File: config.mk
export PLATFORM = sky130hd
export DESIGN_NAME = bounce_top
export DESIGN_NICKNAME = d
export VERILOG_FILES = /design/src/bounce_pkg.sv /design/src/display_timings.sv /design/src/square_mover.sv /design/src/pixel_composer.sv /design/src/tmds_encoder.sv /design/src/bounce_top.sv
export SDC_FILE = /design/constraint.sdc
export NUM_CORES = 1
export LEC_CHECK = 0
export BUFFER_PORTS_ARGS = -buffer_cell sky130_fd_sc_hd__buf_2
export CAP_MARGIN = 20
export CELL_PAD_IN_SITES_DETAIL_PLACEMENT = 1
export CELL_PAD_IN_SITES_GLOBAL_PLACEMENT = 2
export CORE_ASPECT_RATIO = 1.1
export CORE_UTILIZATION = 42
export CTS_BUF_LIST = sky130_fd_sc_hd__clkbuf_8
export CTS_CLUSTER_SIZE = 20
export DETAILED_ROUTE_END_ITERATION = 10
export PLACE_DENSITY = 0.89
export SYNTH_ARGS = -nofsm -noshare
export SYNTH_HDL_FRONTEND = slang
export SYNTH_HIERARCHICAL = 1
export SYNTH_SLANG_ARGS = --single-unit
File: constraint.sdc
create_clock -name clk_pix -period 23.8 [get_ports clk_pix]
set_input_delay 4.76 -clock clk_pix [delete_from_list [all_inputs] [get_ports clk_pix]]
set_output_delay 4.76 -clock clk_pix [all_outputs]
set_load 0.02 [all_outputs]
File: src/bounce_pkg.sv
// ~~~~~~~~~~~~~~~~~~~~~~~~~~~~~~~~~~~~~~~~~~~~~~~~~
// coordinate, position, pixel and TMDS symbol types
// plus the speed-load struct and TMDS control tokens
// ~~~~~~~~~~~~~~~~~~~~~~~~~~~~~~~~~~~~~~~~~~~~~~~~~

package bounce_pkg;

    localparam int CORDW = 12;  // screen coordinate width in bits

    typedef logic [CORDW-1:0] coord_t;

    // top-left corner of a square
    typedef struct packed {
        coord_t x;
        coord_t y;
    } pos_t;

    // run-time speeds, one per square
    typedef struct packed {
        coord_t spd_red;
        coord_t spd_green;
        coord_t spd_blue;
    } speed_load_t;

    // registered DVI pixel ahead of the encoders
    typedef struct packed {
        logic [7:0] red;
        logic [7:0] green;
        logic [7:0] blue;
        logic       hsync;
        logic       vsync;
        logic       de;
    } dvi_pixel_t;

    typedef logic [9:0] tmds_sym_t;

    // control tokens sent during blanking, named by {c1, c0}
    localparam tmds_sym_t TMDS_CTRL_00 = 10'b1101010100;
    localparam tmds_sym_t TMDS_CTRL_01 = 10'b0010101011;
    localparam tmds_sym_t TMDS_CTRL_10 = 10'b0101010100;
    localparam tmds_sym_t TMDS_CTRL_11 = 10'b1010101011;

endpackage

File: src/display_timings.sv
// ~~~~~~~~~~~~~~~~~~~~~~~~~~~~~~~~~~~~~~~~~~~~~~~~~
// display timing generator: pixel and line counters,
// sync, data enable and once-per-frame strobe
// ~~~~~~~~~~~~~~~~~~~~~~~~~~~~~~~~~~~~~~~~~~~~~~~~~

`timescale 1ns/10ps

module display_timings import bounce_pkg::*; #(
    parameter int H_RES  = 1280,
    parameter int H_FP   = 110,
    parameter int H_SYNC = 40,
    parameter int H_BP   = 220,
    parameter int V_RES  = 720,
    parameter int V_FP   = 5,
    parameter int V_SYNC = 5,
    parameter int V_BP   = 20
) (
    input  logic   clk_pix,
    input  logic   reset,
    output coord_t sx,
    output coord_t sy,
    output logic   hsync,
    output logic   vsync,
    output logic   de,
    output logic   frame_stb
);

    localparam coord_t H_LAST = coord_t'(H_RES + H_FP + H_SYNC + H_BP - 1);
    localparam coord_t V_LAST = coord_t'(V_RES + V_FP + V_SYNC + V_BP - 1);
    localparam coord_t HS_STA = coord_t'(H_RES + H_FP);          // sync follows front porch
    localparam coord_t HS_END = coord_t'(H_RES + H_FP + H_SYNC);
    localparam coord_t VS_STA = coord_t'(V_RES + V_FP);
    localparam coord_t VS_END = coord_t'(V_RES + V_FP + V_SYNC);
    localparam coord_t HA_END = coord_t'(H_RES);
    localparam coord_t VA_END = coord_t'(V_RES);

    coord_t sx_nxt;
    coord_t sy_nxt;

    // next counter values, so the decoded outputs line up with sx/sy
    always_comb begin
        sx_nxt = sx + coord_t'(1);
        sy_nxt = sy;
        if (sx == H_LAST) begin
            sx_nxt = '0;
            sy_nxt = (sy == V_LAST) ? '0 : sy + coord_t'(1);
        end
    end

    always_ff @(posedge clk_pix) begin
        if (reset) begin
            sx        <= '0;
            sy        <= '0;
            hsync     <= 1'b0;
            vsync     <= 1'b0;
            de        <= 1'b0;
            frame_stb <= 1'b0;
        end else begin
            sx        <= sx_nxt;
            sy        <= sy_nxt;
            hsync     <= (sx_nxt >= HS_STA) && (sx_nxt < HS_END);  // positive polarity
            vsync     <= (sy_nxt >= VS_STA) && (sy_nxt < VS_END);
            de        <= (sx_nxt < HA_END) && (sy_nxt < VA_END);
            frame_stb <= (sy_nxt == VA_END) && (sx_nxt == '0);     // first blanking pixel
        end
    end

    // animation must step exactly once per frame
    frame_stb_one_cycle: assert property (
        @(posedge clk_pix) disable iff (reset) frame_stb |=> !frame_stb
    );

endmodule

File: src/square_mover.sv
// ~~~~~~~~~~~~~~~~~~~~~~~~~~~~~~~~~~~~~~~~~~~~~~~~~
// one bouncing square: speed register, per-frame
// move with edge reflection and pixel hit test
// ~~~~~~~~~~~~~~~~~~~~~~~~~~~~~~~~~~~~~~~~~~~~~~~~~

`timescale 1ns/10ps

module square_mover import bounce_pkg::*; #(
    parameter int H_RES     = 1280,
    parameter int V_RES     = 720,
    parameter int SIZE      = 200,
    parameter int START_X   = 0,
    parameter int START_Y   = 0,
    parameter int START_SPD = 4
) (
    input  logic   clk_pix,
    input  logic   reset,
    input  logic   frame_stb,
    input  logic   speed_stb,
    input  coord_t speed,
    input  coord_t sx,
    input  coord_t sy,
    output pos_t   pos,
    output logic   hit
);

    localparam coord_t X_MAX = coord_t'(H_RES - SIZE);  // furthest legal top-left
    localparam coord_t Y_MAX = coord_t'(V_RES - SIZE);
    localparam coord_t SZ    = coord_t'(SIZE);

    typedef struct packed {
        logic   dir;  // 1 is up/left
        coord_t p;
    } axis_t;

    coord_t spd;    // step per frame
    logic   dir_x;
    logic   dir_y;
    axis_t  nxt_x;
    axis_t  nxt_y;

    // same edge rule on both axes
    function automatic axis_t step_axis(coord_t p, logic dir, coord_t s, coord_t lim);
        axis_t r;
        if (p >= lim - s) begin         // far edge
            r.dir = 1'b1;
            r.p   = p - s;
        end else if (p < s) begin       // near edge
            r.dir = 1'b0;
            r.p   = p + s;
        end else begin
            r.dir = dir;
            r.p   = dir ? p - s : p + s;
        end
        return r;
    endfunction

    always_comb begin
        nxt_x = step_axis(pos.x, dir_x, spd, X_MAX);
        nxt_y = step_axis(pos.y, dir_y, spd, Y_MAX);
    end

    always_ff @(posedge clk_pix) begin
        if (reset) begin
            pos.x <= coord_t'(START_X);
            pos.y <= coord_t'(START_Y);
            dir_x <= 1'b0;                  // right
            dir_y <= 1'b0;                  // down
            spd   <= coord_t'(START_SPD);
        end else begin
            if (speed_stb)
                spd <= speed;               // takes effect at next frame_stb
            if (frame_stb) begin
                pos.x <= nxt_x.p;
                pos.y <= nxt_y.p;
                dir_x <= nxt_x.dir;
                dir_y <= nxt_y.dir;
            end
        end
    end

    always_comb begin
        hit = (sx >= pos.x) && (sx < pos.x + SZ) && (sy >= pos.y) && (sy < pos.y + SZ);
    end

    // reflection keeps the square fully on screen
    pos_in_bounds: assert property (
        @(posedge clk_pix) disable iff (reset) (pos.x <= X_MAX) && (pos.y <= Y_MAX)
    );

endmodule

File: src/pixel_composer.sv
// ~~~~~~~~~~~~~~~~~~~~~~~~~~~~~~~~~~~~~~~~~~~~~~~~~
// pixel composer: hit flags to registered DVI pixel
// ~~~~~~~~~~~~~~~~~~~~~~~~~~~~~~~~~~~~~~~~~~~~~~~~~

`timescale 1ns/10ps

module pixel_composer import bounce_pkg::*; (
    input  logic       clk_pix,
    input  logic       reset,
    input  logic       hit_red,
    input  logic       hit_green,
    input  logic       hit_blue,
    input  logic       hsync,
    input  logic       vsync,
    input  logic       de,
    output dvi_pixel_t pix
);

    logic [7:0] red;
    logic [7:0] green;
    logic [7:0] blue;

    // colour is forced to black during blanking
    always_comb begin
        red   = (de && hit_red)   ? 8'hFF : 8'h00;
        green = (de && hit_green) ? 8'hFF : 8'h00;
        blue  = (de && hit_blue)  ? 8'hFF : 8'h00;
    end

    always_ff @(posedge clk_pix) begin
        if (reset) begin
            pix <= '0;
        end else begin
            pix.red   <= red;
            pix.green <= green;
            pix.blue  <= blue;
            pix.hsync <= hsync;     // keep sync aligned with colour
            pix.vsync <= vsync;
            pix.de    <= de;
        end
    end

endmodule

File: src/tmds_encoder.sv
// ~~~~~~~~~~~~~~~~~~~~~~~~~~~~~~~~~~~~~~~~~~~~~~~~~
// TMDS 8b/10b encoder for one DVI channel
// ~~~~~~~~~~~~~~~~~~~~~~~~~~~~~~~~~~~~~~~~~~~~~~~~~

`timescale 1ns/10ps

module tmds_encoder import bounce_pkg::*; (
    input  logic       clk_pix,
    input  logic       reset,
    input  logic [7:0] data,
    input  logic [1:0] ctrl,
    input  logic       de,
    output tmds_sym_t  sym
);

    logic [3:0]        n1_d;       // ones in input byte
    logic [3:0]        n1_q;       // ones in q_m[7:0]
    logic              use_xnor;
    logic [8:0]        q_m;        // transition-minimised word
    logic signed [5:0] bal;        // ones minus zeros of q_m[7:0]
    logic signed [5:0] disp;       // running disparity
    tmds_sym_t         ctrl_sym;

    always_comb begin
        n1_d = '0;
        for (int i = 0; i < 8; i++)
            n1_d = n1_d + {3'b000, data[i]};
    end

    // stage 1: xor or xnor chain
    always_comb begin
        use_xnor = (n1_d > 4'd4) || ((n1_d == 4'd4) && !data[0]);
        q_m[0]   = data[0];
        for (int i = 1; i < 8; i++)
            q_m[i] = use_xnor ? ~(q_m[i-1] ^ data[i]) : (q_m[i-1] ^ data[i]);
        q_m[8]   = ~use_xnor;
    end

    always_comb begin
        n1_q = '0;
        for (int i = 0; i < 8; i++)
            n1_q = n1_q + {3'b000, q_m[i]};
        bal = $signed({1'b0, n1_q, 1'b0}) - 6'sd8;
    end

    always_comb begin
        case (ctrl)
            2'b00:   ctrl_sym = TMDS_CTRL_00;
            2'b01:   ctrl_sym = TMDS_CTRL_01;
            2'b10:   ctrl_sym = TMDS_CTRL_10;
            default: ctrl_sym = TMDS_CTRL_11;
        endcase
    end

    // stage 2: dc balance against running disparity
    always_ff @(posedge clk_pix) begin
        if (reset) begin
            sym  <= TMDS_CTRL_00;
            disp <= '0;
        end else if (!de) begin
            sym  <= ctrl_sym;
            disp <= '0;                 // blanking restarts the balance
        end else if ((disp == 0) || (bal == 0)) begin
            sym  <= {~q_m[8], q_m[8], q_m[8] ? q_m[7:0] : ~q_m[7:0]};
            disp <= q_m[8] ? disp + bal : disp - bal;
        end else if (((disp > 0) && (bal > 0)) || ((disp < 0) && (bal < 0))) begin
            sym  <= {1'b1, q_m[8], ~q_m[7:0]};   // invert to pull back
            disp <= disp + (q_m[8] ? 6'sd2 : 6'sd0) - bal;
        end else begin
            sym  <= {1'b0, q_m[8], q_m[7:0]};
            disp <= disp - (q_m[8] ? 6'sd0 : 6'sd2) + bal;
        end
    end

    // balance stays bounded across a whole line of data symbols
    disp_bounded: assert property (
        @(posedge clk_pix) disable iff (reset) (disp <= 8) && (disp >= -8) && !disp[0]
    );

endmodule

File: src/bounce_top.sv
// ~~~~~~~~~~~~~~~~~~~~~~~~~~~~~~~~~~~~~~~~~~~~~~~~~
// bouncing squares top: timings, three movers,
// pixel composer and three TMDS encoders
// ~~~~~~~~~~~~~~~~~~~~~~~~~~~~~~~~~~~~~~~~~~~~~~~~~

`timescale 1ns/10ps

module bounce_top import bounce_pkg::*; #(
    parameter int H_RES      = 1280,
    parameter int H_FP       = 110,
    parameter int H_SYNC     = 40,
    parameter int H_BP       = 220,
    parameter int V_RES      = 720,
    parameter int V_FP       = 5,
    parameter int V_SYNC     = 5,
    parameter int V_BP       = 20,
    parameter int RED_SIZE   = 200,
    parameter int GREEN_SIZE = 300,
    parameter int BLUE_SIZE  = 400,
    parameter int RED_X      = 0,
    parameter int RED_Y      = 0,
    parameter int GREEN_X    = 16,
    parameter int GREEN_Y    = 8,
    parameter int BLUE_X     = 32,
    parameter int BLUE_Y     = 16,
    parameter int RED_SPD    = 4,
    parameter int GREEN_SPD  = 2,
    parameter int BLUE_SPD   = 2
) (
    input  logic        clk_pix,
    input  logic        reset,
    input  logic        speed_stb,
    input  speed_load_t speed,
    output tmds_sym_t   tmds_ch0,
    output tmds_sym_t   tmds_ch1,
    output tmds_sym_t   tmds_ch2,
    output pos_t        pos_red,
    output pos_t        pos_green,
    output pos_t        pos_blue
);

    coord_t     sx;
    coord_t     sy;
    logic       hsync;
    logic       vsync;
    logic       de;
    logic       frame_stb;
    logic       hit_red;
    logic       hit_green;
    logic       hit_blue;
    dvi_pixel_t pix;

    display_timings #(
        .H_RES(H_RES), .H_FP(H_FP), .H_SYNC(H_SYNC), .H_BP(H_BP),
        .V_RES(V_RES), .V_FP(V_FP), .V_SYNC(V_SYNC), .V_BP(V_BP)
    ) timings0 (
        .clk_pix, .reset, .sx, .sy, .hsync, .vsync, .de, .frame_stb
    );

    square_mover #(
        .H_RES(H_RES), .V_RES(V_RES), .SIZE(RED_SIZE),
        .START_X(RED_X), .START_Y(RED_Y), .START_SPD(RED_SPD)
    ) mover_red (
        .clk_pix, .reset, .frame_stb, .speed_stb, .speed(speed.spd_red),
        .sx, .sy, .pos(pos_red), .hit(hit_red)
    );

    square_mover #(
        .H_RES(H_RES), .V_RES(V_RES), .SIZE(GREEN_SIZE),
        .START_X(GREEN_X), .START_Y(GREEN_Y), .START_SPD(GREEN_SPD)
    ) mover_green (
        .clk_pix, .reset, .frame_stb, .speed_stb, .speed(speed.spd_green),
        .sx, .sy, .pos(pos_green), .hit(hit_green)
    );

    square_mover #(
        .H_RES(H_RES), .V_RES(V_RES), .SIZE(BLUE_SIZE),
        .START_X(BLUE_X), .START_Y(BLUE_Y), .START_SPD(BLUE_SPD)
    ) mover_blue (
        .clk_pix, .reset, .frame_stb, .speed_stb, .speed(speed.spd_blue),
        .sx, .sy, .pos(pos_blue), .hit(hit_blue)
    );

    pixel_composer composer0 (
        .clk_pix, .reset, .hit_red, .hit_green, .hit_blue,
        .hsync, .vsync, .de, .pix
    );

    // channel 0 carries both syncs as its control bits
    tmds_encoder enc_ch0 (
        .clk_pix, .reset, .data(pix.blue), .ctrl({pix.vsync, pix.hsync}),
        .de(pix.de), .sym(tmds_ch0)
    );

    tmds_encoder enc_ch1 (
        .clk_pix, .reset, .data(pix.green), .ctrl(2'b00),
        .de(pix.de), .sym(tmds_ch1)
    );

    tmds_encoder enc_ch2 (
        .clk_pix, .reset, .data(pix.red), .ctrl(2'b00),
        .de(pix.de), .sym(tmds_ch2)
    );

endmodule

==> results of run 1 <==
-- metrics by stage --
stage                     hold slack [ns]  power [mW]  area (µm²)
after floorplan                    0.4281       1.282       23750
after global placement             0.4345       1.463       24960
after detailed placement           0.4533       1.520       24960
after CTS                          0.4761       1.774       25370
after global routing               0.5021       1.931       25380
final                              0.4745       1.752       25380
-- flip-flops by register name (all words and copies together) (netlist names), 5 cells and up --
name,flops
enc_ch0/disp,5
mover_red/spd,12
enc_ch0/sym,10
enc_ch2/disp,5
composer0/pix,6
mover_red/pos,24
timings0/sy,12
mover_blue/pos,24
mover_green/pos,24
enc_ch1/disp,5
enc_ch1/sym,10
enc_ch2/sym,10
mover_blue/spd,12
timings0/sx,12
mover_green/spd,12
-- cell usage after synthesis (24+ instances only) --
| master | count | share of area, % |
|---|---|---|
| xor2_1 | 35 | 1.3 |
| mux2i_1 | 95 | 4.0 |
| nand2_1 | 119 | 1.9 |
| a21oi_1 | 167 | 3.5 |
| o21ai_1 | 36 | 0.76 |
| clkbuf_1 | 53 | 0.84 |
| nand2b_1 | 57 | 1.5 |
| o21ai_0 | 125 | 2.6 |
| dfxtp_1 | 193 | 16 |
| nand3_1 | 55 | 1.2 |
| o21bai_1 | 24 | 0.76 |
| a21o_1 | 42 | 1.3 |
| a211oi_1 | 55 | 1.7 |
| nor3_1 | 57 | 1.2 |
| o21a_1 | 37 | 1.2 |
| nand4_1 | 29 | 0.77 |
| a31oi_1 | 24 | 0.63 |
| fa_1 | 51 | 4.3 |
| ha_1 | 430 | 23 |
| inv_1 | 317 | 5.0 |
| nor2_1 | 228 | 3.6 |
| xnor2_1 | 202 | 7.5 |
| nor2b_1 | 47 | 1.2 |
-- power by group through the flow --
stage / sequential, mW / clock, mW / combinational (mW)
finish: 0.353 / 0.245 / 1.15
global route: 0.355 / 0.266 / 1.31
CTS: 0.353 / 0.256 / 1.16
detailed placement: 0.360 / 0 / 1.16
global placement: 0.359 / 0 / 1.10
floorplan: 0.356 / 0 / 0.926
-- layout make-up --
cell class / count / area, µm² / area share (%)
inverter: 319 / 1197 / 4.718
multi-input combinational: 2262 / 18180 / 71.65
timing repair buffer: 150 / 790.8 / 3.116
clock buffer: 17 / 234.0 / 0.9220
antenna: 2 / 5.005 / 0.01972
tap: 736 / 920.9 / 3.629
sequential: 193 / 3867 / 15.24
clock inverter: 15 / 180.2 / 0.7100
-- worst reg2reg max path: cells and delay by family (launching register included) --
| family | cells | cell delay (ns) |
|---|---|---|
| AND/OR/NAND/NOR | 3 | 1.02 |
| XOR/XNOR | 3 | 0.71 |
| flip-flops | 1 | 0.86 |
| buffers and inverters | 6 | 0.72 |
| adder cells (fa/ha/maj) | 12 | 4.79 |
| AO/OA/AOI/OAI | 4 | 0.60 |
-- worst min-delay path by stage --
stage | from | cells past startpoint | endpoint
after floorplan | timings0/vsync | 1 | composer0/pix[1]
after global placement | timings0/hsync | 1 | composer0/pix[2]
after detailed placement | timings0/hsync | 1 | composer0/pix[2]
after CTS | mover_blue/dir_y | 2 | mover_blue/dir_y
after global routing | mover_blue/dir_y | 2 | mover_blue/dir_y
final | timings0/hsync | 1 | composer0/pix[2]
-- logic make-up after synthesis --
group / count (synthesis) / synth area share, %
buf+inv: 422 / 7.178
mux: 104 / 4.502
flops: 193 / 16.30
xor+xnor: 247 / 9.706
compound gates: 701 / 19.86
fa+ha+maj: 481 / 27.00
other cells: 1 / 0.01582
simple gates: 717 / 15.44
-- layer usage --
metal	GRT usage (%)	routed length, µm
met5	0	0
met2	45.91	35410
met4	8.245	1596
met1	30.57	32080
met3	3.108	1726
==> results.tsv, run 1 <==
stage	metric	value	unit
synthesis	synth_edf_count	0	
timing	worst_pin_slew	0.8670	ns
layout	drive_above_1_share	8.897	%
clock_tree	ctsHtreeMaxLevel	4	
timing	rsz0062_at_grt	false	
floorplanning	io_pins	141	
grt	grt_pass1_wl	117.9	mm
grt	grt_use_total	25.25	%
routing	drc	0	
power	p_int	0.9453	mW
timing	finalCriticalPeriod	8.787	ns
critical_path	r2r_slack	15.01	ns
power	combPwrFrac	65.9	%
layout	fill_cells	6763	
critical_path	worstPathMaxFanout	17	
critical_path	path_class	reg -> reg	
critical_path	path_depth	28	
clock_tree	post_cts_buffers	0	
timing	fin_ws	15.01	ns
floorplanning	die_h	251.2	µm
critical_path	crit_slowest_cell	dfxtp_1	
critical_path	start_kind	flop	
synthesis	async_flop_share	0	%
synthesis	ys.flop_type	dfxtp_1	
grt	antenna_found_initial	1	
critical_path	endpoint	enc_ch0/disp[5]	
power	powerDensity	69.03	nW/µm²
run_status	status	complete, no violations	
routing	drt_iter0_markers	897	
layout	mostFrequentLayoutCells	ha_1, inv_1, nor2_1	
job	drv_cap	0	
routing	routedWlPerCell	19.17	µm
power	swShare	46.04	%
critical_path	required	24.33	ns
placement	gp_congestion	0.8780	
routing	postRouteAntennaNets	0	
grt	gr-total-overflow	0	
placement	place.port_buffers	140	
synthesis	yosysSeqAreaShare	16.30	%
clock_tree	clk_pin_slew	0.14	ns
floorplanning	die-area	57400	µm²
power	ir_drop	0.1356	mV
critical_path	cp_top_family	adder cells	
critical_path	crit_start	composer0/pix[9]	
floorplanning	die_x	228.5	µm
power	seq_power_share	20.1	%
routing	firstDrtPassIters	5	
synthesis	yosysWarnings	6	
power	power.switching	0.8065	mW
routing	num_vias	20886	
clock_tree	cts_hold_buf	0	
placement	place_inst	3660	
synthesis	synth_cells	2866	
critical_path	worst_path_largest_cell_delay	0.86	ns
power	clkPwrFrac	14.0	%
clock_tree	cts_buffer_depth	2	
critical_path	r2r_start	composer0/pix[9]	
floorplanning	start_util	42.88	%
grt	grt_max_degree	116	
critical_path	cp-end-kind	flop	
layout	mostFrequentLayoutCell	ha_1	
floorplanning	core.rowCount	90	
timing	setup_tns	0	ns
timing	post-route-period-util	36.92	%
synthesis	synth-seq-cells	193	
timing	slew_headroom	42.20	%
clock_tree	clock-sinks	193	
critical_path	critPathArrivalTime	9.32	ns
placement	dpl.hpwl	55.76	mm
grt	grt_pass1_vias	22817	
synthesis	syn_area_per_cell	8.272	µm²
clock_tree	tritoncts	done	
critical_path	path_common_cell	fa_1	
timing	setup_viol	0	
timing	slew_viol_final	0	
synthesis	synth_cell_types	116	
timing	hold_violations	0	
layout	syn2layout_area_growth	7.051	%
timing	skew	0.02020	ns
layout	stdcell_count	3694	
clock_tree	cts_buffers	17	
routing	drt_wl_total	70.82	mm
clock_tree	cts_repair_resize_count	0	
timing	fmax	113.8	MHz
worst_hold_path	min_path_type	reg -> reg	
floorplanning	core	55290	µm²
routing	viasPerCell	5.654	
power	p_leak	11.54	nW
synthesis	syn_area	23710	µm²
clock_tree	clock_latency	0.62	ns
critical_path	r2r-end	enc_ch0/disp[5]	
critical_path	worst-path-buf-inv	6	
clock_tree	cts.root.buffer_cell	clkbuf_8	
layout	nets	3463	
placement	dpl_worst_slack	15.07	ns
layout	fin_util	45.90	%
critical_path	worst-r2r-cell-count	28	
Power figures use the tool's default switching activity.
==> run 2, diff against run 1 <==
--- a/config.mk
+++ b/config.mk
@@ -10,11 +10,11 @@
 export CELL_PAD_IN_SITES_DETAIL_PLACEMENT = 1
 export CELL_PAD_IN_SITES_GLOBAL_PLACEMENT = 2
 export CORE_ASPECT_RATIO = 1.1
-export CORE_UTILIZATION = 42
+export CORE_UTILIZATION = 39
 export CTS_BUF_LIST = sky130_fd_sc_hd__clkbuf_8
 export CTS_CLUSTER_SIZE = 20
 export DETAILED_ROUTE_END_ITERATION = 10
-export PLACE_DENSITY = 0.89
+export PLACE_DENSITY = 0.84
 export SYNTH_ARGS = -nofsm -noshare
 export SYNTH_HDL_FRONTEND = slang
 export SYNTH_HIERARCHICAL = 1
==> constraint.sdc (replaced) <==
create_clock -name clk_pix -period 8.5 [get_ports clk_pix]
set_input_delay 1.7 -clock clk_pix [delete_from_list [all_inputs] [get_ports clk_pix]]
set_output_delay 1.7 -clock clk_pix [all_outputs]
set_load 0.02 [all_outputs]
==> run 2 against run 1 <==
Net effect:
- clock skew is essentially flat
- flip-flop and latch count is the same
- combinational power grew to 2.9 times the previous value
- sequential share of layout area is essentially flat
- power grew to 2.8 times the previous value
- final cell count grew 0.95%
- sequential power grew to 2.8 times the previous value
- largest power group unchanged
==> results.tsv, run 2 (synthesized netlist as in run 1, its figures left out) <==
stage	metric	value	unit
run_status	status	complete, no violations	
timing	hold_ws	0.4734	ns
critical_path	path_depth	28	
timing	finalCriticalPeriod	8.069	ns
timing	hold_violations	0	
critical_path	critPathArrivalTime	8.59	ns
routing	drt_iter0_markers	753	
clock_tree	tritoncts	done	
critical_path	crit_start	composer0/pix[9]	
timing	setup_tns	0	ns
critical_path	worst-path-buf-inv	6	
layout	mostFrequentLayoutCells	ha_1, inv_1, nor2_1	
power	p_leak	11.57	nW
critical_path	crit_slowest_cell	or4b_2	
clock_tree	clock_latency	0.61	ns
grt	grt_pass1_wl	119.5	mm
placement	dpl_worst_slack	0.1637	ns
floorplanning	die_x	237.1	µm
clock_tree	cts.root.buffer_cell	clkbuf_8	
timing	slew_headroom	35.83	%
routing	routedWlPerCell	19.40	µm
grt	grt_pass1_vias	22699	
layout	mostFrequentLayoutCell	ha_1	
timing	rsz0062_at_grt	false	
routing	postRouteAntennaNets	0	
critical_path	cp_top_family	adder cells	
placement	place.port_buffers	140	
layout	fin_util	42.40	%
placement	gp_congestion	0.8442	
clock_tree	ctsHtreeMaxLevel	4	
timing	post-route-period-util	94.93	%
routing	firstDrtPassIters	5	
timing	setup_viol	0	
routing	num_vias	20926	
critical_path	worstPathMaxFanout	8	
layout	drive_above_1_share	9.189	%
timing	skew	0.02012	ns
critical_path	r2r_slack	0.43	ns
layout	largestRegisters	mover_blue/pos x24, mover_green/pos x24, mover_red/pos x24	
timing	worst_pin_slew	0.9491	ns
grt	grt_max_degree	74	
timing	fin_ws	0.4306	ns
power	p_total	4.949	mW
routing	drt_wl_total	72.34	mm
layout	stdcell_count	3729	
critical_path	worst_path_largest_cell_delay	0.60	ns
floorplanning	die-area	61780	µm²
power	ir_drop	0.4034	mV
critical_path	required	9.02	ns
layout	fin_area	25430	µm²
floorplanning	io_pins	141	
critical_path	r2r_start	composer0/pix[9]	
grt	antenna_found_initial	1	
routing	viasPerCell	5.612	
clock_tree	post_cts_buffers	0	
critical_path	worst-r2r-cell-count	28	
grt	grt_use_total	23.93	%
floorplanning	core	59980	µm²
timing	slew_viol_final	0	
placement	place_inst	3696	
critical_path	endpoint	enc_ch0/disp[5]	
floorplanning	die_h	260.6	µm
layout	syn2layout_area_growth	7.283	%
critical_path	r2r-end	enc_ch0/disp[5]	
clock_tree	cts_buffers	17	
worst_hold_path	min_path_type	reg -> reg	
clock_tree	clk_pin_slew	0.12	ns
floorplanning	core.rowCount	94	
critical_path	cp-end-kind	flop	
placement	dpl.hpwl	57.87	mm
power	powerDensity	194.6	nW/µm²
job	drv_cap	0	
layout	nets	3467	
clock_tree	clock-sinks	193	
grt	gr-total-overflow	0	
placement	place_area	25020	µm²
clock_tree	cts_buffer_depth	2	
timing	fmax	123.9	MHz
critical_path	path_class	reg -> reg	
routing	drc	0	
critical_path	path_common_cell	fa_1	
floorplanning	start_util	39.52	%
critical_path	start_kind	flop	
-- run 2: cell types whose count changed in the layout (fill, tap and decap cells not counted), sizes merged --
| cell | before | now |
|---|---|---|
| buf | 150 | 154 |
| diode | 2 | 1 |
| clkbuf | 17 | 18 |
| clkinvlp | 1 | 2 |
| inv | 327 | 326 |
| clkinv | 6 | 5 |
-- run 2: timing repair --
action                                  CTS  global route
resized for setup                         0             5
endpoints found under the setup margin    0             2
hold buffers                              0             0
-- run 2: final cells by class --
type | count | area [µm²]
fill | 7223 | 34550
multi-input combinational | 2262 | 18200
sequential | 193 | 3870
inverter | 319 | 1197
tap | 768 | 960.9
timing repair buffer | 154 | 808.3
clock buffer | 18 | 247.7
clock inverter | 14 | 142.6
antenna | 1 | 2.502
-- run 2: where the power goes --
part	switching, mW	total (mW)	internal, mW
Combinational	1.80	3.31	1.50
Sequential	0.0438	0.981	0.937
Clock	0.437	0.662	0.225
-- run 2: layer usage --
layer	vias up	global-route usage, %	wire length [µm]	part of all wire [%]
met2	266	44.30	36520	50
met4	0	6.989	1415	2.0
met5	-	0	0	0
met3	80	2.771	1764	2.4
met1	10363	28.89	32640	45
li1	10217	-	-	-
-- run 2: how the worst min path moves through the flow --
stage                          start               end  slack, ns  depth (start not counted)
floorplan             timings0/vsync  composer0/pix[1]       0.43                          1
global placement    mover_blue/dir_y  mover_blue/dir_y       0.44                          2
detailed placement  mover_blue/dir_y  mover_blue/dir_y       0.45                          2
CTS                 mover_blue/dir_y  mover_blue/dir_y       0.47                          2
global route          timings0/vsync  composer0/pix[1]       0.49                          1
finish                timings0/vsync  composer0/pix[1]       0.47                          1
-- run 2: worst reg2reg max path: cells and delay by family, from the launching register on --
| family | cells | cell delay (ns) |
|---|---|---|
| compound gates | 4 | 0.63 |
| flops | 1 | 0.42 |
| simple gates | 3 | 1.05 |
| buf+inv | 6 | 0.57 |
| xor+xnor | 3 | 0.70 |
| fa+ha+maj | 12 | 4.64 |
